### config.mk
export PLATFORM = sky130hd
export DESIGN_NAME = oversample_filter
export DESIGN_NICKNAME = d
export VERILOG_FILES = /design/src/rtl/oversample_filter.sv
export SDC_FILE = /design/constraint.sdc
export NUM_CORES = 1
export LEC_CHECK = 0
export ABC_AREA = 0
export BUFFER_PORTS_ARGS = -buffer_cell sky130_fd_sc_hd__buf_2
export CAP_MARGIN = 30
export CORE_MARGIN = 3
export CORE_UTILIZATION = 30
export CTS_CLUSTER_DIAMETER = 50
export DETAILED_ROUTE_END_ITERATION = 8
export PLACE_DENSITY_LB_ADDON = 0.1
export SYNTH_ARGS = -nofsm -noshare
export SYNTH_HDL_FRONTEND = slang
export SYNTH_SLANG_ARGS = --single-unit
### constraint.sdc
create_clock -name clk_in -period 2.8 [get_ports clk_in]
set_input_delay 0.14 -clock clk_in [delete_from_list [all_inputs] [get_ports clk_in]]
set_output_delay 0.14 -clock clk_in [all_outputs]
set_load 0.03 [all_outputs]
### src/rtl/oversample_filter.sv
`timescale 1ns/10ps

module oversample_filter #(
	parameter int W_ADC		= 16,	// sample width
	parameter int OS_LOG	= 2	// log2 of samples per block
) (
	input  logic					clk_in,
	input  logic					reset_in,

	input  logic signed [W_ADC-1:0]	adc_data,	// raw adc sample
	input  logic					adc_valid,	// sample strobe

	output logic signed [W_ADC-1:0]	filt_data,	// block mean
	output logic					filt_valid	// one cycle per block
);

	////////////////////////////////////////////////////////////////////////////
	// local widths
	////////////////////////////////////////////////////////////////////////////

	localparam int W_SUM = W_ADC + OS_LOG;	// room for 2^OS_LOG samples

	logic [OS_LOG-1:0]			cnt;		// samples taken in this block
	logic signed [W_SUM-1:0]	sum;		// running block sum
	logic signed [W_SUM-1:0]	sum_next;	// sum including current sample
	logic signed [W_SUM-1:0]	mean;		// floor of sum / 2^OS_LOG
	logic						last;		// current sample closes block

	////////////////////////////////////////////////////////////////////////////
	// combinational
	////////////////////////////////////////////////////////////////////////////

	assign sum_next	= sum + adc_data;			// adc sign extends to W_SUM
	assign mean		= sum_next >>> OS_LOG;		// arithmetic, rounds to -inf
	assign last		= &cnt;					// 2^OS_LOG-th sample

	////////////////////////////////////////////////////////////////////////////
	// sequential
	////////////////////////////////////////////////////////////////////////////

	// sample counter and accumulator
	always_ff @(posedge clk_in) begin
		if (reset_in) begin
			cnt	<= '0;
			sum	<= '0;
		end else if (adc_valid) begin
			cnt	<= cnt + 1'b1;			// wraps at block end
			sum	<= last ? '0 : sum_next;	// restart after block
		end
	end

	// output strobe, one cycle on block end
	always_ff @(posedge clk_in) begin
		if (reset_in) begin
			filt_valid	<= 1'b0;
		end else begin
			filt_valid	<= adc_valid && last;
		end
	end

	// mean register, loaded only on block end
	always_ff @(posedge clk_in) begin
		if (adc_valid && last) begin
			filt_data	<= mean[W_ADC-1:0];	// mean always fits W_ADC
		end
	end

endmodule

==> impl_results.md <==
- Post-synth top cells: 26 x a21oi_1, 21 x dfxtp_1, 21 x nor2_1
- Total global-route track usage: about an eighth
- WP buf/inv: 0
- Int Power: around 1.0 mW
- Area Overhead vs Synth: 17.2%
- CTS clk-pin slew, worst paths: 80 ps
- DP HPWL: roughly 3.6 mm
- # diodes: 0
- DR iter-0 viols: 64
- Sequential power share: between 40% and 50%
- Hold Path Sink: sum[0]
- Post_cts resized: 0
- Die H: between 80 and 90 µm
- Number of nets still failing antenna checks after routing: 0
- Ports: 36
- I/O Buffers: 35
- Initial core utilization: 31.9%
- Htree depth: 2
- First-pass GRT wire length: approximately 8.1 mm
- Worst EP required: just under 3000 ps
- Sequential share of the synthesized area: between 40% and 50%
- Final Power: between 1 and 1.5 mW
- Post-synth EDFFs: 16
- Most frequent cell after synthesis: a21oi_1
- Post-CTS Repair Setup Buffers: 0
- Mapped Area: 0.00209 mm²
- Final hold vios: 0
- Routed wire length: between 4 and 5 mm
- Yosys reg bits: 37
- Setup Skew: 7.54 ps
- # setup viols final: 0
- Worst-Margin Slew: 876 ps
- Synth Net Count: 252
- Row count: 29
- CTS tree: yes
- Proportion of layout cells with a drive suffix above 1: around 19%
- Post-synthesis async set-or-reset flop share: 0%
- Avg Cell Area, Syn: around 10 µm²
- Fin cells: 347
- Status: finished clean
- Psw: 0.472 mW
- Largest net degree at the start of global routing: 21
- Leak: between 1 and 1.5 nW
- Crit path kind: reg -> reg
- Root Driver: clkbuf_8
- Residual DRC: 0
- Combinational Power Share: 30.5%
- Yosys warnings: 0
- Placer Congestion: slightly above 0.8
- TritonRoute pass-1 iters: 4
- Sw frac: 32.1%
- Fin crit share: about four fifths
- Core area: ~0.0066 mm²
- CTS buffer count: 5
- Die area: 0.00801 mm²
- CP endpoint kind: flop
- Crit path from: sum[10]
- Die W: ~90 µm
- RSZ-0062 raised after global routing: false
- Antenna violations before repair: 0
- Slew HR: approximately two fifths
- Critical path data arrival time: 2430 ps
- DP Cell Count: approximately 340
- R2r worst-path depth: 8
- Worst-path fanout max: 7
- Number of global-route vias before repair: 1652
- CTS Hold Bufs: 0
- Clk_lat worst skew: 290 ps
- Crit path cell chain: ha_1, and3_1, nand2_1, a211oi_1, nor3_1, and4b_2, mux2i_1, a21oi_1
- WL/cell: between 10 and 15 µm
- F_max: approximately 440 MHz
- Power share of the clock group: approximately 25%
- Area occupied by multi-input gates: around 0.0011 mm²
- RR Endpoint: sum[17]
- Cell variety after synth: 43
- Crit path max-delay family: simple AND/OR/NAND/NOR gates
- Final net count: about 290
- Final TNS setup: 0 ps
- Top post-synthesis cells by area: edfxtp_1 23%, dfxtp_1 20%, ha_1 11%
- Vias per cell: 4.75
- Clock sinks: 37
- Worst VDD drop: around 190 µV
- Register area: roughly 900 µm²
- Clk buf depth: 2
- Minimum clock period: between 2000 and 2500 ps
- CP max stage delay: between 400 and 500 ps
- PD cells: approximately 600 mW/mm²
- CP startpoint kind: flop
- Vias: ~1600
- Hold_sp: adc_data[0]
- Layout fillers: slightly below 700
- Total global routing overflow: 0
- Slowest CP cell: a211oi_1
- Core Util, Final: 37.3%
- Fin. max-slew vios: 0
- Max-cap violations: 0
- Worst reg2reg path startpoint: sum[10]
- Min-delay worst type: in -> reg
- Synth Instances: ~210
- Hold depth: 4
- Ys flop type: dfxtp_1
- Reg2Reg Setup Slack: approximately 540 ps
- Largest area contributor in the netlist: edfxtp_1
- Post-synth top area share: ~23%
==> power groups by stage <==
| stage | Sequential, mW | Combinational [mW] | Clock (mW) |
|---|---|---|---|
| 3_3_place_gp | 0.664 | 0.451 | 0 |
| 4_1_cts | 0.652 | 0.451 | 0.382 |
| 3_5_place_dp | 0.664 | 0.448 | 0 |
| 2_1_floorplan | 0.666 | 0.344 | 0 |
| 5_1_grt | 0.658 | 0.509 | 0.411 |
| 6_report | 0.652 | 0.448 | 0.368 |
==> worst max path at each step <==
stage          endpoint  slack (ps)  cells past startpoint
2_1_floorplan   sum[10]         760                     10
6_report        sum[17]         540                      8
4_1_cts         sum[17]         530                      8
3_5_place_dp    sum[17]         550                      8
5_1_grt         sum[16]         330                     10
3_3_place_gp    sum[17]         530                      8
==> per-stage QoR <==
step | area (µm²) | setup slack, ps | hold slack (ps)
global route | 2450 | 329 | 250
finish | 2450 | 538 | 208
CTS | 2450 | 526 | 202
floorplan | 2090 | 761 | 349
detailed placement | 2370 | 546 | 472
global placement | 2370 | 530 | 475
==> layout make-up <==
type	instances	share of cell area, %
multi-input cells	167	46.6
inverters	5	0.766
repair buffers	37	7.76
well taps	93	4.75
clock buffers	6	2.96
clock inverters	2	0.408
flip-flops and latches	37	36.8
==> cells by family (layout without fill, tap and decap cells) <==
group           count (synthesis)  after routing  synth area share (%)
compound gates                 59             59                  17.3
xor+xnor                       16             16                  6.70
fa+ha+maj                      19             19                  11.7
buf+inv                        10             50                  2.33
flops                          37             37                  43.1
mux                             3              3                  1.44
simple gates                   70             70                  17.4
==> placed cells by master (no fill, tap or decap), types with 3 or more instances in the layout <==
cell	instances
a21oi_1	26
a22o_1	5
edfxtp_1	16
ha_1	18
nor2_1	21
xor2_1	7
mux2i_1	3
dfxtp_1	21
nor2b_1	13
nor3_1	3
buf_2	35
xnor2_1	9
o21ai_0	9
a21o_1	6
nand2b_1	3
inv_1	5
nand2_1	12
and2_1	3
clkbuf_8	5
==> routing by layer <==
layer,GRT usage (%),vias to the layer above,routed length [µm]
met5,0,-,0
met4,3.65,0,66
met3,3.87,7,221
met2,20.7,36,2100
met1,18.1,757,2460
li1,-,847,-
==> worst min-delay path, cell delays in order <==
cell	delay [ps]
buf_2	80
ha_1	120
a21oi_1	50
nor2_1	70
==> flip-flops by register name (all words and copies together) (netlist names) <==
name and count:
filt_data 16, sum 18, filt_valid 1, cnt 2
Power figures use the tool's default switching activity.
