--- config.mk ---
export PLATFORM = sky130hd
export DESIGN_NAME = output_scaler
export DESIGN_NICKNAME = d
export VERILOG_FILES = /design/src/rtl/output_scaler.sv
export SDC_FILE = /design/constraint.sdc
export NUM_CORES = 1
export LEC_CHECK = 0
export ABC_AREA = 0
export BUFFER_PORTS_ARGS = -buffer_cell sky130_fd_sc_hd__buf_2
export CORE_MARGIN = 1
export CORE_UTILIZATION = 44
export DETAILED_ROUTE_END_ITERATION = 10
export GPL_TIMING_DRIVEN = 1
export MAX_ROUTING_LAYER = met4
export PLACE_DENSITY = 0.93
export SLEW_MARGIN = 10
export SYNTH_ARGS = -nofsm -noshare
export SYNTH_HDL_FRONTEND = slang
export SYNTH_SLANG_ARGS = --single-unit
--- constraint.sdc ---
create_clock -name clk_in -period 3.5 [get_ports clk_in]
set_input_delay 0.7 -clock clk_in [delete_from_list [all_inputs] [get_ports clk_in]]
set_output_delay 0.7 -clock clk_in [all_outputs]
set_load 0.1 [all_outputs]
--- src/rtl/output_scaler.sv ---
`timescale 1ns/10ps

module output_scaler #(
	parameter int W_OUT		= 48,	// pid result width
	parameter int OUT_SHIFT	= 8,	// right shift before saturation
	parameter int W_DAC		= 16	// dac code width
) (
	input  logic					clk_in,
	input  logic					reset_in,

	input  logic signed [W_OUT-1:0]	data,		// pid output
	input  logic					data_valid,	// pid strobe

	output logic [W_DAC-1:0]		dac_data,	// offset binary code
	output logic					dac_valid	// pid strobe, one cycle later
);

	////////////////////////////////////////////////////////////////////////////
	// limits of the signed dac range, at accumulator width
	////////////////////////////////////////////////////////////////////////////

	localparam logic signed [W_OUT-1:0] DAC_MAX = {{(W_OUT-W_DAC+1){1'b0}}, {(W_DAC-1){1'b1}}};
	localparam logic signed [W_OUT-1:0] DAC_MIN = ~DAC_MAX;

	logic signed [W_OUT-1:0]	shifted;	// scaled result
	logic signed [W_DAC-1:0]	sat;		// clamped two's complement
	logic [W_DAC-1:0]			code;		// msb flipped

	assign shifted	= data >>> OUT_SHIFT;
	assign sat		= (shifted > DAC_MAX) ? DAC_MAX[W_DAC-1:0] :
					  (shifted < DAC_MIN) ? DAC_MIN[W_DAC-1:0] : shifted[W_DAC-1:0];
	assign code		= {~sat[W_DAC-1], sat[W_DAC-2:0]};	// zero maps to midscale

	always_ff @(posedge clk_in) begin
		if (reset_in) begin
			dac_valid	<= 1'b0;
			dac_data	<= {1'b1, {(W_DAC-1){1'b0}}};	// midscale
		end else begin
			dac_valid	<= data_valid;
			if (data_valid) begin
				dac_data	<= code;	// hold between updates
			end
		end
	end

endmodule

==> qor_table.md <==
| Step | Result | Reported |
|---|---|---|
| run status | Run status | finished, final reports clean |
| clock network | Number of buffers created by CTS | 3 |
| yosys | Net count after synthesis | 174 |
| setup path | Endpoint type of the worst setup path | register |
| clock network | Hold_buf cts | 0 |
| sta | Relative slew slack | 36.2% |
| clock network | Buffers from clock root to sink, at most | 2 |
| setup path | Worst Setup Start Kind | input pin |
| yosys | Most area-consuming cells after synthesis | sky130_fd_sc_hd__dfxtp_1 (34%), sky130_fd_sc_hd__a211oi_2 (13%), sky130_fd_sc_hd__a31oi_1 (9.5%) |
| floorplanning | Die Span X | 49.4 µm |
| clock network | TritonCTS clock tree | yes |
| global route | Total congestion overflow after global routing | 0 |
| routing | Number of DRC markers in iteration 0 | 35 |
| sta | RSZ-0062 raised after global routing | false |
| floorplanning | CORE AREA | 0.00204 mm² |
| clock network | Root cell of the clock tree | sky130_fd_sc_hd__clkbuf_4 |
| placed design | Instance count after placement with tap cells included | 200 |
| yosys | Distinct cell type count after synthesis | 23 |
| global route | Antenna violations before repair | 0 |
| yosys | Netlist Area Pre-Place | 988 µm² |
| routing | Final routed wirelength across all metal layers | 2.90 mm |
| sta | Final Skew | 0 ns |
| hold path | Hold crit path type | reg2reg |
| yosys | Synthesized instance count | 123 |
| placed design | HPWL Detailed | 2.16 mm |
| clock network | Resized Gates After CTS | 0 |
| routing | Final antenna-violating net count | 0 |
| cells and area | Antenna Cells | 0 |
| routing | Average wire per cell in the routed design | 14.2 µm |
| yosys | Number of storage elements in the synthesis netlist | 17 |
| routing | Detailed-route DRC error count | 0 |
| cells and area | Layout overhead on the synthesized area | 31.1% |
| sta | Period Utilization, post-route | 65.0% |
| global route | Overall routing resource usage | 27.4% |
| power and ir drop | Power per cell area | 404 mW/mm² |
| placed design | Input/output buffers | 59 |
| cells and area | Fraction of layout cells with a size suffix above 1 | 42.9% |
| routing | Drt first pass iters | 4 |
| clock network | Clock-pin slew reported for the worst setup and hold paths after clock tree synthesis | 0.10 ns |
| yosys | Fraction of post-synthesis cell area in the top cell type by area | 34.4% |
| sta | Highest clock rate | 440 MHz |
| clock network | H-tree level count | 1 |
| floorplanning | Row count | 16 |
| clock network | Post-CTS Setup Inserts | 0 |
| power and ir drop | Reported leakage power | 0.617 nW |
| setup path | Crit Path Class | in2reg |
| setup path | Arr. time, crit path | 2.42 ns |
| setup path | Critical path peak fanout | 34 |
| global route | Via count of the first global-routing pass | 1,212 |
| cells and area | Final net count | 229 |
| cells and area | Final standard cell count with taps included and fillers excluded | 204 |
| yosys | Syn avg cell area | 8.04 µm² |
| flow run | Number of violations of the max-capacitance limit | 0 |
| floorplanning | Top-level I/O count | 68 |
| sta | Worst-Margin Slew | 0.953 ns |
| sta | Sum of negative setup slack | 0 ns |
| routing | Post-DR vias/cell | 5.68 |
| floorplanning | Initial standard-cell utilization of the core | 48.4% |
| setup path | Required time of the worst setup path | 3.65 ns |
| cells and area | Filler Cells Inserted | 189 |
| floorplanning | DIE HEIGHT | 49.4 µm |
| clock network | Total number of clock tree sinks | 17 |
| power and ir drop | VDD IR max | 0.301 mV |
| yosys | Sequential fraction of the synthesis area | 34.4% |
| placed design | Gp weighted congestion | 0.763 |
| global route | First-pass GRT wire length | 5.00 mm |
| yosys | Synth area leader | sky130_fd_sc_hd__dfxtp_1 |
| cells and area | Leading cell type in the layout, fill and taps excluded | sky130_fd_sc_hd__buf_2 |
| sta | Final count of negative-setup-slack endpoints | 0 |
| cells and area | Leading cell types in the layout, fill and taps excluded | sky130_fd_sc_hd__buf_2 (59), sky130_fd_sc_hd__nor2_1 (17), sky130_fd_sc_hd__dfxtp_1 (17), sky130_fd_sc_hd__o21ai_0 (16) |
| sta | Hold violation total from the final report | 0 |
| floorplanning | Die ar. | 0.00244 mm² |
| routing | Routed vias | 1,159 |
| sta | Final Critical Period | 2.27 ns |
| global route | Largest net degree at the start of global routing | 35 |
| sta | Number of max-slew violations in the final report | 0 |
| clock network | Worst-Skew Late Latency | 0.29 ns |
| yosys | Yosys warnings | 0 |
[synthesized netlist by cell type (all sizes together)]
cell	number
inv	15
nor3	1
o21bai	1
clkbuf	6
a211oi	15
o21ai	16
nand2	1
nor2b	1
nor4b	1
a31oi	15
buf	3
nor2	17
nor4	5
dfxtp	17
nand2b	1
nand4	7
nand3	1
[stage by stage]
stage	util [%]	power (mW)	worst slack [ns]	hold WS, ns	area, µm²
6_report	63.5	0.523	1.23	0.487	1300
5_1_grt	63.5	0.548	1.11	0.504	1300
4_1_cts	63.5	0.523	1.22	0.489	1300
3_5_place_dp	62.1	0.421	0.901	0.475	1270
3_3_place_gp	62.1	0.414	0.984	0.474	1270
2_1_floorplan	-	0.369	1.72	0.884	988
[critical path, stage by stage]
cell and delay (ns):
sky130_fd_sc_hd__buf_2 0.39, sky130_fd_sc_hd__nor4b_1 0.32, sky130_fd_sc_hd__nand4_1 0.15, sky130_fd_sc_hd__o21bai_2 0.69, sky130_fd_sc_hd__a211oi_1 0.16
[sequential cells by signal, summed over array words and instances, names as in the netlist]
name,cells
dac_data,16
dac_valid,1
[layout make-up]
type                    count  area (µm²)  share of cell area [%]
well taps                  27        33.8                    2.61
flip-flops and latches     17         340                    26.3
inverters                  15        56.3                    4.34
clock inverters             1        5.00                   0.386
repair buffers             59         295                    22.8
multi-input cells          82         543                    41.9
clock buffers               3        22.5                    1.74
[worst paths after layout]
path	from	end	slack [ns]	depth (start not counted)
max	data_valid	dac_data[1]	1.23	5
min	dac_data[0]	dac_data[0]	0.49	2
max reg2reg	dac_data[12]	dac_data[12]	2.76	2
min reg2reg	dac_data[0]	dac_data[0]	0.49	2
[report_power, final]
| part | internal, mW | total [mW] | leakage (nW) | switching (mW) |
|---|---|---|---|---|
| sequential | 0.208 | 0.215 | 0.142 | 0.00716 |
| clock | 0.0425 | 0.105 | 0.0177 | 0.0628 |
| combinational | 0.0469 | 0.203 | 0.458 | 0.156 |
[cell families after synthesis]
group                  synth area share (%)
AOI/OAI and AO/OA                      35.2
and+or+nand+nor                        19.7
buffers and inverters                  10.6
DFF                                    34.4
[metal layers]
| metal | wire [µm] | vias to the layer above | GRT usage (%) |
|---|---|---|---|
| li1 | - | 562 | - |
| met1 | 1070 | 537 | 26.1 |
| met2 | 1590 | 51 | 50.0 |
| met3 | 188 | 9 | 7.17 |
| met4 | 48 | 0 | 14.3 |
| met5 | 0 | - | - |
(Power assumes the default switching activity.)
