### src/rtl/pid_pkg.sv
package pid_pkg;

	////////////////////////////////////////////////////////////////////////////
	// widths fixed by the register map
	////////////////////////////////////////////////////////////////////////////

	localparam int COEF_W = 16;	// setpoint and coefficient width, signed

	// pid parameter set, staged in pid_regs and active in pid_core
	typedef struct packed {
		logic signed [COEF_W-1:0]	setpoint;	// lock setpoint
		logic signed [COEF_W-1:0]	p_coef;		// proportional
		logic signed [COEF_W-1:0]	i_coef;		// integral
		logic signed [COEF_W-1:0]	d_coef;		// derivative
	} pid_params_t;

	////////////////////////////////////////////////////////////////////////////
	// wishbone classic, host side and slave side
	////////////////////////////////////////////////////////////////////////////

	typedef struct packed {
		logic			cyc;	// bus cycle in progress
		logic			stb;	// strobe, valid transfer
		logic			we;	// write enable
		logic [3:0]		adr;	// word address
		logic [31:0]	dat;	// write data
	} wb_req_t;

	typedef struct packed {
		logic			ack;	// single cycle acknowledge
		logic [31:0]	dat;	// read data, valid with ack
	} wb_rsp_t;

	// register map, word addresses
	typedef enum logic [3:0] {
		REG_SETPOINT	= 4'd0,
		REG_P_COEF		= 4'd1,
		REG_I_COEF		= 4'd2,
		REG_D_COEF		= 4'd3,
		REG_CONTROL		= 4'd4	// bit 0 update, bit 1 clear
	} reg_addr_e;

	// pid core sequencing
	typedef enum logic [1:0] {
		ST_IDLE		= 2'd0,	// wait for filtered sample
		ST_COMPUTE	= 2'd1,	// arithmetic settles
		ST_SEND		= 2'd2,	// output valid downstream
		ST_DONE		= 2'd3	// latch output and error history
	} pid_state_e;

endpackage

### src/rtl/pid_core.sv
`timescale 1ns/10ps

module pid_core #(
	parameter int W_IN			= 16,	// input sample width
	parameter int W_OUT			= 48,	// accumulator width
	parameter int COMP_LATENCY	= 1	// cycles spent in ST_COMPUTE
) (
	input  logic					clk_in,
	input  logic					reset_in,

	input  logic signed [W_IN-1:0]	data,			// filtered sample
	input  logic					data_valid,		// sample strobe

	input  pid_pkg::pid_params_t	staged,			// host staged parameters
	input  logic					update,			// load staged into active
	input  logic					clear,			// zero pid memory

	output logic signed [W_OUT-1:0]	data_out,		// pid output u
	output logic					data_valid_out	// high in ST_SEND
);

	////////////////////////////////////////////////////////////////////////////
	// local parameters
	////////////////////////////////////////////////////////////////////////////

	localparam int W_COEF	= pid_pkg::COEF_W;
	localparam int W_E		= ((W_IN > W_COEF) ? W_IN : W_COEF) + 1;	// error width
	localparam int W_K		= W_COEF + 2;		// k2 needs two extra bits
	localparam int W_CNT	= (COMP_LATENCY > 1) ? $clog2(COMP_LATENCY) : 1;

	localparam logic signed [W_OUT-1:0] MAX_OUTPUT = {1'b0, {(W_OUT-1){1'b1}}};
	localparam logic signed [W_OUT-1:0] MIN_OUTPUT = ~MAX_OUTPUT;

	pid_pkg::pid_state_e		state, state_next;
	logic [W_CNT-1:0]			cnt;		// intrastate counter

	logic signed [W_IN-1:0]		sample;		// latched input
	pid_pkg::pid_params_t		active;		// parameters set by update
	pid_pkg::pid_params_t		work;		// snapshot for the sample in flight

	logic signed [W_E-1:0]		e_cur;		// setpoint minus sample
	logic signed [W_E-1:0]		e_prev0;	// last error
	logic signed [W_E-1:0]		e_prev1;	// error before that
	logic signed [W_K-1:0]		k1, k2, k3;	// z-domain coefficients
	logic signed [W_OUT-1:0]	u_prev;		// last output
	logic signed [W_OUT-1:0]	delta_u;	// increment this step
	logic signed [W_OUT-1:0]	u_cur;		// unrailed sum
	logic						overflow;	// signed wrap of u_cur

	logic						accept;		// sample taken this edge

	////////////////////////////////////////////////////////////////////////////
	// datapath
	////////////////////////////////////////////////////////////////////////////

	assign accept	= data_valid && (state == pid_pkg::ST_IDLE);	// busy drops it

	assign e_cur	= work.setpoint - sample;

	assign k1		= work.p_coef + work.i_coef + work.d_coef;	// p+i+d
	assign k2		= -work.p_coef - (W_K'(work.d_coef) <<< 1);	// -p-2d
	assign k3		= work.d_coef;								// d

	assign delta_u	= k1 * e_cur + k2 * e_prev0 + k3 * e_prev1;	// all signed, W_OUT
	assign u_cur	= u_prev + delta_u;

	// both addends agree in sign but the sum does not
	assign overflow	= (delta_u[W_OUT-1] == u_prev[W_OUT-1]) &&
					  (u_cur[W_OUT-1] != u_prev[W_OUT-1]);

	assign data_out			= overflow ? (u_prev[W_OUT-1] ? MIN_OUTPUT : MAX_OUTPUT) : u_cur;
	assign data_valid_out	= (state == pid_pkg::ST_SEND);

	////////////////////////////////////////////////////////////////////////////
	// registers
	////////////////////////////////////////////////////////////////////////////

	// sample and parameter snapshot, active copy follows staged through reset
	always_ff @(posedge clk_in) begin
		if (reset_in) begin
			sample	<= '0;
			active	<= staged;		// pid_regs holds INIT values here
			work	<= staged;
		end else begin
			if (update) begin
				active	<= staged;		// in-flight sample keeps work copy
			end
			if (accept) begin
				sample	<= data;
				work	<= active;
			end
		end
	end

	// output and error history
	always_ff @(posedge clk_in) begin
		if (reset_in || clear) begin
			u_prev	<= '0;
			e_prev0	<= '0;
			e_prev1	<= '0;
		end else if (state == pid_pkg::ST_DONE) begin
			u_prev	<= data_out;	// railed value feeds back
			e_prev0	<= e_cur;
			e_prev1	<= e_prev0;
		end
	end

	////////////////////////////////////////////////////////////////////////////
	// state machine
	////////////////////////////////////////////////////////////////////////////

	always_ff @(posedge clk_in) begin
		if (reset_in) begin
			state	<= pid_pkg::ST_IDLE;
			cnt		<= '0;
		end else begin
			state	<= state_next;
			cnt		<= (state == pid_pkg::ST_COMPUTE && state_next == state) ? cnt + 1'b1 : '0;
		end
	end

	always_comb begin
		state_next = state;		// hold by default
		case (state)
			pid_pkg::ST_IDLE: begin
				if (data_valid) state_next = pid_pkg::ST_COMPUTE;
			end
			pid_pkg::ST_COMPUTE: begin
				if (cnt == W_CNT'(COMP_LATENCY - 1)) state_next = pid_pkg::ST_SEND;
			end
			pid_pkg::ST_SEND:	state_next = pid_pkg::ST_DONE;
			pid_pkg::ST_DONE:	state_next = pid_pkg::ST_IDLE;
			default:			state_next = pid_pkg::ST_IDLE;
		endcase
	end

endmodule

### config.mk
export PLATFORM = sky130hd
export DESIGN_NAME = pid_core
export DESIGN_NICKNAME = d
export VERILOG_FILES = /design/src/rtl/pid_pkg.sv /design/src/rtl/pid_core.sv
export SDC_FILE = /design/constraint.sdc
export NUM_CORES = 2
export LEC_CHECK = 0
export ABC_AREA = 1
export BUFFER_PORTS_ARGS = -buffer_cell sky130_fd_sc_hd__buf_2
export CORE_ASPECT_RATIO = 2
export CORE_UTILIZATION = 32
export CTS_CLUSTER_DIAMETER = 40
export DETAILED_ROUTE_END_ITERATION = 7
export SLEW_MARGIN = 0
export SYNTH_ARGS = -nofsm -noshare
export SYNTH_HDL_FRONTEND = slang
export SYNTH_SLANG_ARGS = --single-unit
### constraint.sdc
create_clock -name clk_in -period 16.62 [get_ports clk_in]
set_clock_uncertainty 0.05 [all_clocks]
set_input_delay 0.831 -clock clk_in [delete_from_list [all_inputs] [get_ports clk_in]]
set_output_delay 0.831 -clock clk_in [all_outputs]
set_load 0.1 [all_outputs]
==> key figures <==
Logic synthesis
  • Leading area contributor after synthesis: fa_1
  • Ys async rst share: 0
  • Unique masters post-synth: 57
  • Post-synth top cells: 1506 x inv_1, 1170 x nand2_1, 1069 x fa_1
  • Top-count cell post-synth: inv_1
  • Largest cells by area after synthesis: fa_1 43%, inv_1 11%, nand2_1 8.8%
  • Mapped cell area: 49900 sq um
  • Syn Inst Count: 5874
  • Yosys top cell area share: 0.429
  • Ys flop type: edfxtp_1
  • Mean Syn Cell Area: 8.49 sq um
  • Syn. warnings: 0
  • Yosys reg bits: 229
  • Net Count, Synth: 7357
  • Sequential area share after synthesis: 0.118
  • Number of flops mapped to enable cells by yosys: 128

Clock tree
  • CTS Root Cell: clkbuf_16
  • Worst-case clock buffer depth: 3
  • CTS H-tree depth: 1
  • CTS tree: built
  • Clk Latency, worst-skew pair: between 0.6 and 0.7 ns
  • CTS buffer count: 31
  • Hold_buf cts: 0
  • Clock Pin Slew Worst Setup and Hold Paths: 0.07 ns
  • Clock Sinks: 229

Floorplan
  • Die H: 560 um
  • Row count: just over 200
  • Starting Density: 0.323
  • Core ar.: between 150000 and 200000 sq um
  • I/O pin count: approximately 130
  • Die extent in x: 281 um
  • Full die area: between 150000 and 200000 sq um

Cells and area
  • Filler Cell Count: 16300
  • Area of the multi-input gates: between 30000 and 40000 sq um
  • Share of layout cells above drive strength 1: 0.0855
  • Register area: 5870 sq um
  • Layout Nets: 7415
  • Area Growth Syn to Fin: 8.38%

STA
  • # setup viols final: 0
  • Least-Margin Pin Slew: 1.12 ns
  • Hold slack: 0.303 ns
  • Final Hold Fails: 0
  • Fin crit period: 15.95 ns
  • Pins over their slew limit: 0
  • Slew headroom: 0.253
  • Setup TNS: 0 ns
  • Peak Freq: 0.0627 GHz
  • Crit share post-route: 0.959
  • RSZ-0062 raised after global routing: false

Critical path
  • Slowest-stage cell, CP: edfxtp_1
  • CP max stage delay: approximately 0.83 ns
  • Critical Path Fanout Max: 47
  • Worst Setup Start Kind: flip-flop
  • WS Path Type: reg2out
  • Worst setup EP type: primary output
  • Arr. time, crit path: between 15 and 20 ns
  • Req. time, crit path: 15.74 ns

Global route
  • GR Overflow Total: 0
  • Vias in the first global route: 43500
  • GRT Total Usage: 0.218
  • First-pass GRT wire length: 255 mm
  • Antenna violations before repair: 1
  • Largest net degree at the start of global routing: 97

Placed design
  • Placer Congestion: about 0.97
  • I/O Buffers: 133
  • Post-DP HPWL: 149 mm

Worst hold path
  • HP Class: in2reg

Routing
  • Antenna-violating nets left: 0
  • Vias per cell: approximately 4.8
  • Wire per inst: approximately 21 um
  • Drt drc: 0
  • Vias: roughly 38000
  • Final WL: 167 mm
  • Drt pass-1 iters: 5
  • Violation count after the first detailed-route iteration: between 1500 and 2000

Run status
  • Status: complete, no violations

Run
  • Max cap viols: 0
[timing repair]
| item | in CTS | in global routing |
|---|---|---|
| endpoints found under the hold margin | 0 | 0 |
| setup buffers | 0 | 1 |
| endpoints found under the setup margin | 0 | 39 |
| gates resized for setup | 0 | 0 |
[metrics by stage]
step / setup WS, ns / std cells / utilization / cell area, sq um
floorplan: 3.58 / 5874 / - / 49900
global placement: 1.18 / 7958 / 0.343 / 53000
detailed placement: 0.996 / 7958 / 0.343 / 53000
CTS: 0.284 / 8015 / 0.350 / 54100
global route: 0.0763 / 8017 / 0.350 / 54100
finish: 0.675 / 8017 / 0.350 / 54100
[per-layer routing]
metal / up-vias / part of all wire / GRT usage
li1: 17200 / - / -
met3: 695 / 0.034 / 0.0218
met5: - / 0 / 0
met4: 0 / 0.10 / 0.186
met2: 1186 / 0.57 / 0.434
met1: 19400 / 0.29 / 0.189
[layout make-up]
class                           instances  share of cell area
Multi-Input combinational cell       3888               0.691
Tap cell                             2060              0.0477
Inverter                             1565               0.109
Clock buffer                           38              0.0156
Clock inverter                         19             0.00447
Sequential cell                       229               0.108
Antenna cell                            1           0.0000463
Timing Repair Buffer                  217              0.0244
[worst max-delay path, delay by kind of cell, from the launching register on]
family	cells	cell delay [ns]
flip-flops	1	0.83
AO/OA/AOI/OAI	2	0.72
AND/OR/NAND/NOR	24	3.48
buffers and inverters	11	2.00
adder cells (fa/ha/maj)	14	7.25
[sequential cells by signal, indices dropped and copies added, names as in the netlist]
signal,count
work,48
u_prev,48
e_prev1,17
e_prev0,17
k3,16
sample,16
state,2
cnt,1
active,64
[cell families after synthesis]
logic type	share of synthesized area
simple gates	0.172
buf+inv	0.135
xor+xnor	0.0207
fa+ha+maj	0.511
compound gates	0.0427
other cells	0.0000752
flops	0.118
[path summary, 6_finish.rpt]
check | from | endpoint | slack (ns) | depth (start not counted)
worst max-delay path | k3[0]$_DFFE_PP_ | data_out[45] | 0.67 | 51
worst min-delay path | staged[50] | active[50]$_DFFE_PP_ | 0.30 | 1
worst max register to register | k3[0]$_DFFE_PP_ | u_prev[26]$_SDFFE_PP0N_ | 2.38 | 53
worst min register to register | sample[14]$_SDFFE_PP0P_ | sample[14]$_SDFFE_PP0P_ | 0.42 | 2
[cells in the final DEF (no fill, tap or decap), drive strengths merged, types with 9 or more instances in the layout]
cell | synthesis | layout
o21ai | 115 | 115
nor4 | 9 | 9
or2 | 50 | 50
nand4 | 12 | 12
nand3 | 175 | 175
nor2 | 503 | 503
inv | 1558 | 1566
o21bai | 12 | 12
clkinv | 7 | 17
fa | 1069 | 1069
ha | 329 | 329
a21oi | 192 | 192
xnor2 | 39 | 39
nor3 | 19 | 19
clkbuf | 150 | 38
buf | 42 | 217
a31oi | 12 | 12
nand2 | 1209 | 1209
xor2 | 74 | 74
a21o | 23 | 23
dfxtp | 101 | 101
o211ai | 9 | 9
edfxtp | 128 | 128
Power is left out: the tool's default activity adds up to more than one toggle a clock period on the data nets, which glitch-free logic cannot reach.
