[config.mk]
export PLATFORM = sky130hd
export DESIGN_NAME = pid_regs
export DESIGN_NICKNAME = d
export VERILOG_FILES = /design/src/rtl/pid_pkg.sv /design/src/rtl/pid_regs.sv
export SDC_FILE = /design/constraint.sdc
export NUM_CORES = 1
export LEC_CHECK = 0
export ABC_AREA = 1
export BUFFER_PORTS_ARGS = -buffer_cell sky130_fd_sc_hd__buf_2
export CAP_MARGIN = 25
export CORE_MARGIN = 1.5
export CORE_UTILIZATION = 35
export DETAILED_ROUTE_END_ITERATION = 6
export GPL_TIMING_DRIVEN = 0
export PLACE_DENSITY = 0.59
export SLEW_MARGIN = 15
export SYNTH_ARGS = -nofsm -noshare
export SYNTH_HDL_FRONTEND = slang
export SYNTH_SLANG_ARGS = --single-unit
[constraint.sdc]
create_clock -name clk_in -period 1.32 [get_ports clk_in]
set_input_delay 0.066 -clock clk_in [delete_from_list [all_inputs] [get_ports clk_in]]
set_output_delay 0.066 -clock clk_in [all_outputs]
set_load 0.01 [all_outputs]
[src/rtl/pid_pkg.sv]
package pid_pkg;

	////////////////////////////////////////////////////////////////////////////
	// widths fixed by the register map
	////////////////////////////////////////////////////////////////////////////

	localparam int COEF_W = 16;	// setpoint and coefficient width, signed

	// pid parameter set, staged in pid_regs and active in pid_core
	typedef struct packed {
		logic signed [COEF_W-1:0]	setpoint;	// lock setpoint
		logic signed [COEF_W-1:0]	p_coef;		// proportional
		logic signed [COEF_W-1:0]	i_coef;		// integral
		logic signed [COEF_W-1:0]	d_coef;		// derivative
	} pid_params_t;

	////////////////////////////////////////////////////////////////////////////
	// wishbone classic, host side and slave side
	////////////////////////////////////////////////////////////////////////////

	typedef struct packed {
		logic			cyc;	// bus cycle in progress
		logic			stb;	// strobe, valid transfer
		logic			we;	// write enable
		logic [3:0]		adr;	// word address
		logic [31:0]	dat;	// write data
	} wb_req_t;

	typedef struct packed {
		logic			ack;	// single cycle acknowledge
		logic [31:0]	dat;	// read data, valid with ack
	} wb_rsp_t;

	// register map, word addresses
	typedef enum logic [3:0] {
		REG_SETPOINT	= 4'd0,
		REG_P_COEF		= 4'd1,
		REG_I_COEF		= 4'd2,
		REG_D_COEF		= 4'd3,
		REG_CONTROL		= 4'd4	// bit 0 update, bit 1 clear
	} reg_addr_e;

	// pid core sequencing
	typedef enum logic [1:0] {
		ST_IDLE		= 2'd0,	// wait for filtered sample
		ST_COMPUTE	= 2'd1,	// arithmetic settles
		ST_SEND		= 2'd2,	// output valid downstream
		ST_DONE		= 2'd3	// latch output and error history
	} pid_state_e;

endpackage

[src/rtl/pid_regs.sv]
`timescale 1ns/10ps

module pid_regs #(
	parameter logic signed [pid_pkg::COEF_W-1:0] SETPOINT_INIT	= '0,	// staged at reset
	parameter logic signed [pid_pkg::COEF_W-1:0] P_COEF_INIT	= '0,
	parameter logic signed [pid_pkg::COEF_W-1:0] I_COEF_INIT	= '0,
	parameter logic signed [pid_pkg::COEF_W-1:0] D_COEF_INIT	= '0
) (
	input  logic					clk_in,
	input  logic					reset_in,

	input  pid_pkg::wb_req_t		wb_req,		// host request
	output pid_pkg::wb_rsp_t		wb_rsp,		// ack and read data

	output pid_pkg::pid_params_t	staged,		// to pid_core
	output logic					update,		// one cycle, with ack
	output logic					clear		// one cycle, with ack
);

	////////////////////////////////////////////////////////////////////////////
	// bus decode
	////////////////////////////////////////////////////////////////////////////

	localparam int W_COEF = pid_pkg::COEF_W;

	pid_pkg::reg_addr_e	adr;		// decoded word address
	logic				take;		// accept request this edge
	logic				wr;			// accepted write
	logic [31:0]		rdat;		// read mux output

	assign adr	= pid_pkg::reg_addr_e'(wb_req.adr);
	assign take	= wb_req.cyc && wb_req.stb && !wb_rsp.ack;	// no back to back ack
	assign wr	= take && wb_req.we;

	// staged regs read back sign extended, control and holes read zero
	always_comb begin
		case (adr)
			pid_pkg::REG_SETPOINT:	rdat = {{(32-W_COEF){staged.setpoint[W_COEF-1]}}, staged.setpoint};
			pid_pkg::REG_P_COEF:	rdat = {{(32-W_COEF){staged.p_coef[W_COEF-1]}}, staged.p_coef};
			pid_pkg::REG_I_COEF:	rdat = {{(32-W_COEF){staged.i_coef[W_COEF-1]}}, staged.i_coef};
			pid_pkg::REG_D_COEF:	rdat = {{(32-W_COEF){staged.d_coef[W_COEF-1]}}, staged.d_coef};
			default:				rdat = '0;
		endcase
	end

	////////////////////////////////////////////////////////////////////////////
	// handshake and pulses
	////////////////////////////////////////////////////////////////////////////

	always_ff @(posedge clk_in) begin
		if (reset_in) begin
			wb_rsp.ack	<= 1'b0;
			update		<= 1'b0;
			clear		<= 1'b0;
		end else begin
			wb_rsp.ack	<= take;		// exactly one cycle
			update		<= wr && (adr == pid_pkg::REG_CONTROL) && wb_req.dat[0];
			clear		<= wr && (adr == pid_pkg::REG_CONTROL) && wb_req.dat[1];
		end
	end

	// read data, valid while ack high
	always_ff @(posedge clk_in) begin
		if (take) begin
			wb_rsp.dat	<= wb_req.we ? 32'd0 : rdat;
		end
	end

	////////////////////////////////////////////////////////////////////////////
	// staged parameter registers
	////////////////////////////////////////////////////////////////////////////

	always_ff @(posedge clk_in) begin
		if (reset_in) begin
			staged.setpoint	<= SETPOINT_INIT;
			staged.p_coef	<= P_COEF_INIT;
			staged.i_coef	<= I_COEF_INIT;
			staged.d_coef	<= D_COEF_INIT;
		end else if (wr) begin
			case (adr)
				pid_pkg::REG_SETPOINT:	staged.setpoint	<= wb_req.dat[W_COEF-1:0];
				pid_pkg::REG_P_COEF:	staged.p_coef	<= wb_req.dat[W_COEF-1:0];
				pid_pkg::REG_I_COEF:	staged.i_coef	<= wb_req.dat[W_COEF-1:0];
				pid_pkg::REG_D_COEF:	staged.d_coef	<= wb_req.dat[W_COEF-1:0];
				default: ;	// control and holes leave staging alone
			endcase
		end
	end

endmodule

==> results.tsv, run 1 <==
metric	value	unit
status	complete, no violations	
n_diodes	0	
Final Cycle Share	96.2	%
Design Area, Final	5390	um2
Clock Tree Buf Depth	2	
gr usage total	20.2	%
Die X	111	um
sequential area share after synthesis	45.0	%
grt peak-use layer	met2	
Max Clock Freq	0.787	GHz
Worst-Margin Slew	539	ps
Worst Path Arrival	1560	ps
total wire length	12.6	mm
synthesis-to-layout area growth	33.2	%
clock sinks	83	
antenna violations before repair	0	
P per Cell Area	1060	nW/um2
post-detailed-route count of antenna-violating nets	0	
Final Max Tran Viols	0	
largest area contributor in the netlist	dfxtp_1	
maximum VDD drop	514	uV
relative slew slack	64.1	%
Initial Utilization	35.7	%
Seq cells post-synth	83	
post-layout min period	1270	ps
placer congestion estimate	0.896	
largest net degree at the start of global routing	17	
# DRC	0	
layout cells sized above 1	31.0	%
Pre-antenna DRT Iters	5	
EDFF count, synth	16	
leakage power	2.70	nW
M1 GR Usage	25.7	%
Worst-path clk slew	60	ps
Synth Instances	572	
DRT iter0 DRCs	240	
worst skew pair latency	350	ps
# IOs	140	
crit path capture type	flip-flop	
Die Area	12200	um2
post-route clock skew	5.28	ps
Port Buf Inserts	122	
Top FF cell, synth	dfxtp_1	
root buf cell	clkbuf_16	
WP data required	1610	ps
DP Area	4830	um2
Startpoint Class	flip-flop	
grt ovf	0	
row count	39	
synth unique cells	20	
HPWL Detailed	9.66	mm
CP Class	reg2reg	
Setup-failing EPs final	0	
die height	111	um
via total after detailed routing	4162	
Mapped Avg Cell Area	7.07	um2
Mapped Area	4050	um2
fill cell count	1166	
Worst Path Max Fanout	7	
first-pass GRT wire length	19.5	mm
Util after Layout	47.6	%
CTS tree	yes	
nets	764	
most frequent cells in the layout	161 x nor2_1, 137 x buf_2, 124 x nand3_1	
Post-synth ARST share	0	%
H-tree levels	3	
Area contributors post-synth	dfxtp_1 33%, nand3_1 16%, nor2_1 15%	
top cell type's share of synthesized area	33.2	%
max cap viols	0	
type of the worst min-delay path	in2reg	
RSZ-0062 raised after global routing	true	
Synthesized Nets	613	
Via density	4.78	
CORE AREA	11300	um2
final hold viol count	0	
CTS buffer count	9	
grt met3 use	3.84	%
Avg WL per Cell	14.5	um
commonest non-fill, non-tap cell in the layout	nor2_1	
GR Layer Usage met2	33.5	%
vias in the first global route	3831	
count of warnings emitted by yosys	0	
-- state kept, by name, summed over array words and instances (netlist names) --
register	cells
update	1
clear	1
wb_rsp	17
staged	64
-- worst paths after layout --
path,start,to,slack (ps),cells past startpoint
worst max-delay path,wb_rsp[32],staged[38],50,6
worst min-delay path,wb_req[37],wb_rsp[32],30,3
worst max register to register,wb_rsp[32],staged[38],50,6
worst min register to register,staged[11],staged[11],500,2
-- critical path, cell delays in order, from the launching register on --
cell and delay, ps:
dfxtp_2 330, inv_4 70, nand4_4 200, nor2_4 300, buf_4 180, nor2_1 40, nor2_1 90
-- cell usage after synthesis, types with 5 or more instances --
cell and number:
nand2_1 100, nor2_4 7, nand2_2 5, buf_2 20, clkbuf_1 8, edfxtp_1 16
nand3_1 129, buf_4 19, inv_1 21, nor2_1 164, dfxtp_1 67, inv_2 5
-- layout make-up --
cell class	count	area, um2	area share (%)
Multi-Input combinational cell	411	1860	34.6
Sequential cell	83	1820	33.8
Timing Repair Buffer	140	754	14.0
Buffer	51	364	6.76
Clock buffer	11	233	4.32
Tap cell	143	179	3.32
Inverter	27	109	2.02
Clock inverter	5	62.6	1.16
-- through the flow --
step                setup TNS, ps  power (mW)  worst slack [ps]  hold slack, ps  instances
floorplan                       0        2.98              75.7             138        572
detailed placement         -12010        3.16              -201             251        837
global placement           -10210        3.15              -167             243        837
global route                -79.2        5.86             -13.1            46.7        871
finish                          0        5.69              50.0            34.8        871
CTS                          -387        5.68             -26.3            54.7        858
-- cells by family (layout without fill, tap and decap cells) --
kind of cell           count (synthesis)  after routing  synth area share, %
buffers and inverters                 78            234                 10.0
flip-flops                            83             83                 45.0
AND/OR/NAND/NOR                      411            411                 44.9
-- timing repair --
item                                   CTS  global route
gates cloned                             0             4
gates resized for setup                 11            25
pin swaps                                1             7
setup endpoints to repair               93            75
endpoints found under the hold margin    3             0
hold buffers                             3             0
setup buffers                            2             9
-- metal layers --
metal / wire (um) / vias to the layer above
li1: - / 2110
met1: 5580 / 1877
met2: 6030 / 153
met3: 705 / 22
met4: 286 / 0
met5: 0 / -
-- power breakdown --
| group | internal, mW | total (mW) | switching [mW] | leakage [nW] |
|---|---|---|---|---|
| clock | 1.48 | 2.54 | 1.06 | 0.136 |
| sequential | 2.61 | 2.62 | 0.0153 | 0.703 |
| combinational | 0.178 | 0.531 | 0.354 | 1.86 |
| total | 4.26 | 5.69 | 1.43 | 2.70 |
No activity file was read; power rests on OpenSTA's default activity.
==> run 2: changes to the inputs <==
--- a/config.mk
+++ b/config.mk
@@ -8,11 +8,13 @@
 export ABC_AREA = 1
 export BUFFER_PORTS_ARGS = -buffer_cell sky130_fd_sc_hd__buf_2
 export CAP_MARGIN = 25
+export CELL_PAD_IN_SITES_DETAIL_PLACEMENT = 1
+export CELL_PAD_IN_SITES_GLOBAL_PLACEMENT = 1
 export CORE_MARGIN = 1.5
 export CORE_UTILIZATION = 35
+export CTS_CLUSTER_SIZE = 10
 export DETAILED_ROUTE_END_ITERATION = 6
-export GPL_TIMING_DRIVEN = 0
-export PLACE_DENSITY = 0.59
+export PLACE_DENSITY = 0.8
 export SLEW_MARGIN = 15
 export SYNTH_ARGS = -nofsm -noshare
 export SYNTH_HDL_FRONTEND = slang
==> run 2 against run 1 <==
Compared with the run above:
- final cell count is 4.5% lower
- maximum frequency is 0.85% lower
- routed wire length is 12% higher
- count of clock-buffer cells in the layout is 1 higher
- combinational power is 2% higher
- power is 4.4% higher
- critical path depth is 2 higher
- sequential cell count stayed put
- clock power is 9.1% higher
- die area stayed put
- non-clock buffer count is 39 lower
==> results.tsv, run 2 (synthesized netlist as in run 1, its figures left out) <==
metric	value	unit
Clock Tree Buf Depth	2	
Setup WS post-layout	39.2	ps
CP Class	reg2reg	
Setup-failing EPs final	0	
R2R cell count	8	
relative slew slack	77.2	%
largest net degree at the start of global routing	67	
leakage power	2.59	nW
Largest register FFs	64	
Max Clock Freq	0.781	GHz
CP Launch Point	wb_rsp[32]	
# IOs	140	
Worst-Margin Slew	342	ps
max cap viols	0	
Worst setup endpoint	staged[53]	
clock sinks	83	
nets	725	
CORE AREA	11300	um2
maximum VDD drop	670	uV
Startpoint Class	flip-flop	
CTS buffer count	9	
root buf cell	clkbuf_16	
R2R Path Start	wb_rsp[32]	
P per Cell Area	1130	nW/um2
Initial Utilization	35.7	%
status	complete, no violations	
total wire length	14.1	mm
row count	39	
total negative slack	0	ps
Avg WL per Cell	16.9	um
DRT iter0 DRCs	186	
Die Area	12200	um2
H-tree levels	3	
final hold viol count	0	
Worst-path clk slew	60	ps
placer congestion estimate	0.837	
Worst Path Arrival	1520	ps
first-pass GRT wire length	21.3	mm
Total Power	5.94	mW
Via density	5.05	
layout cells sized above 1	27.6	%
post-route clock skew	9.98	ps
synthesis-to-layout area growth	30.3	%
commonest non-fill, non-tap cell in the layout	nor2_1	
crit path capture type	flip-flop	
most frequent cells in the layout	162 x nor2_1, 128 x nand3_1, 123 x buf_2	
via total after detailed routing	4200	
Reg2Reg Setup Slack	40	ps
post-detailed-route count of antenna-violating nets	0	
antenna violations before repair	0	
Hold Crit Depth	3	
post-layout min period	1280	ps
vias in the first global route	4096	
die height	111	um
Pre-antenna DRT Iters	4	
Top Registers	staged: 64 flops, wb_rsp: 17 flops	
Worst Path Max Fanout	12	
Die X	111	um
Worst R2R End	staged[53]	
HPWL Detailed	9.65	mm
gr usage total	22.0	%
Port Buf Inserts	123	
Final Max Tran Viols	0	
CTS tree	yes	
DP Worst Slack	25.1	ps
Final Cycle Share	97.0	%
n_diodes	0	
WP data required	1560	ps
type of the worst min-delay path	in2reg	
# DRC	0	
worst skew pair latency	350	ps
grt ovf	0	
Top reg by flops	staged	
Util after Layout	46.5	%
==> run 2: worst min path at each step <==
stage,startpoint,end,slack (ps)
5_1_grt,wb_req[37],wb_rsp[32],60
2_1_floorplan,reset_in,wb_rsp[32],140
4_1_cts,wb_req[34],clear,60
3_5_place_dp,reset_in,wb_rsp[32],250
6_report,wb_req[37],wb_rsp[32],50
3_3_place_gp,reset_in,wb_rsp[32],250
==> run 2: layout make-up <==
class | count | area, um2
clock buffer | 12 | 246
multi-input combinational | 411 | 1840
tap | 143 | 179
fill | 1455 | 6050
timing repair buffer | 152 | 1000
inverter | 27 | 105
sequential | 83 | 1820
clock inverter | 4 | 73.8
==> run 2: power breakdown <==
group | total [mW] | leakage (nW) | internal (mW) | switching (mW)
combinational | 0.541 | 1.73 | 0.185 | 0.356
clock | 2.77 | 0.153 | 1.71 | 1.06
sequential | 2.62 | 0.703 | 2.61 | 0.0175
total | 5.94 | 2.59 | 4.50 | 1.43
==> run 2: critical path: stages, from the launching register on <==
cell       delay [ps]
dfxtp_2           330
inv_4              70
nand3_4            80
nor2_4            150
buf_4             170
clkbuf_16         170
nand3_1            80
nand2_1            80
nor2_1             40
==> run 2: per-layer routing <==
metal / part of all wire [%] / GRT usage (%) / up-vias
met5: 0 / 0 / -
met1: 46 / 28.8 / 2026
li1: - / - / 2034
met3: 3.6 / 2.63 / 20
met4: 2.3 / 9.40 / 0
met2: 48 / 36.6 / 120
==> run 2: stage by stage <==
| step | hold WS (ps) | cell area (um2) | cells |
|---|---|---|---|
| floorplan | 138 | 4050 | 572 |
| global placement | 245 | 4790 | 807 |
| detailed placement | 252 | 4790 | 807 |
| CTS | 60.1 | 5140 | 826 |
| global route | 57.3 | 5270 | 832 |
| finish | 45.3 | 5270 | 832 |
==> run 2: repair_timing <==
action / 4_1_cts / 5_1_grt
gates resized for setup: 0 / 6
endpoints found under the hold margin: 3 / 0
hold buffers: 3 / 0
endpoints found under the setup margin: 0 / 58
buffers inserted: 0 / 2
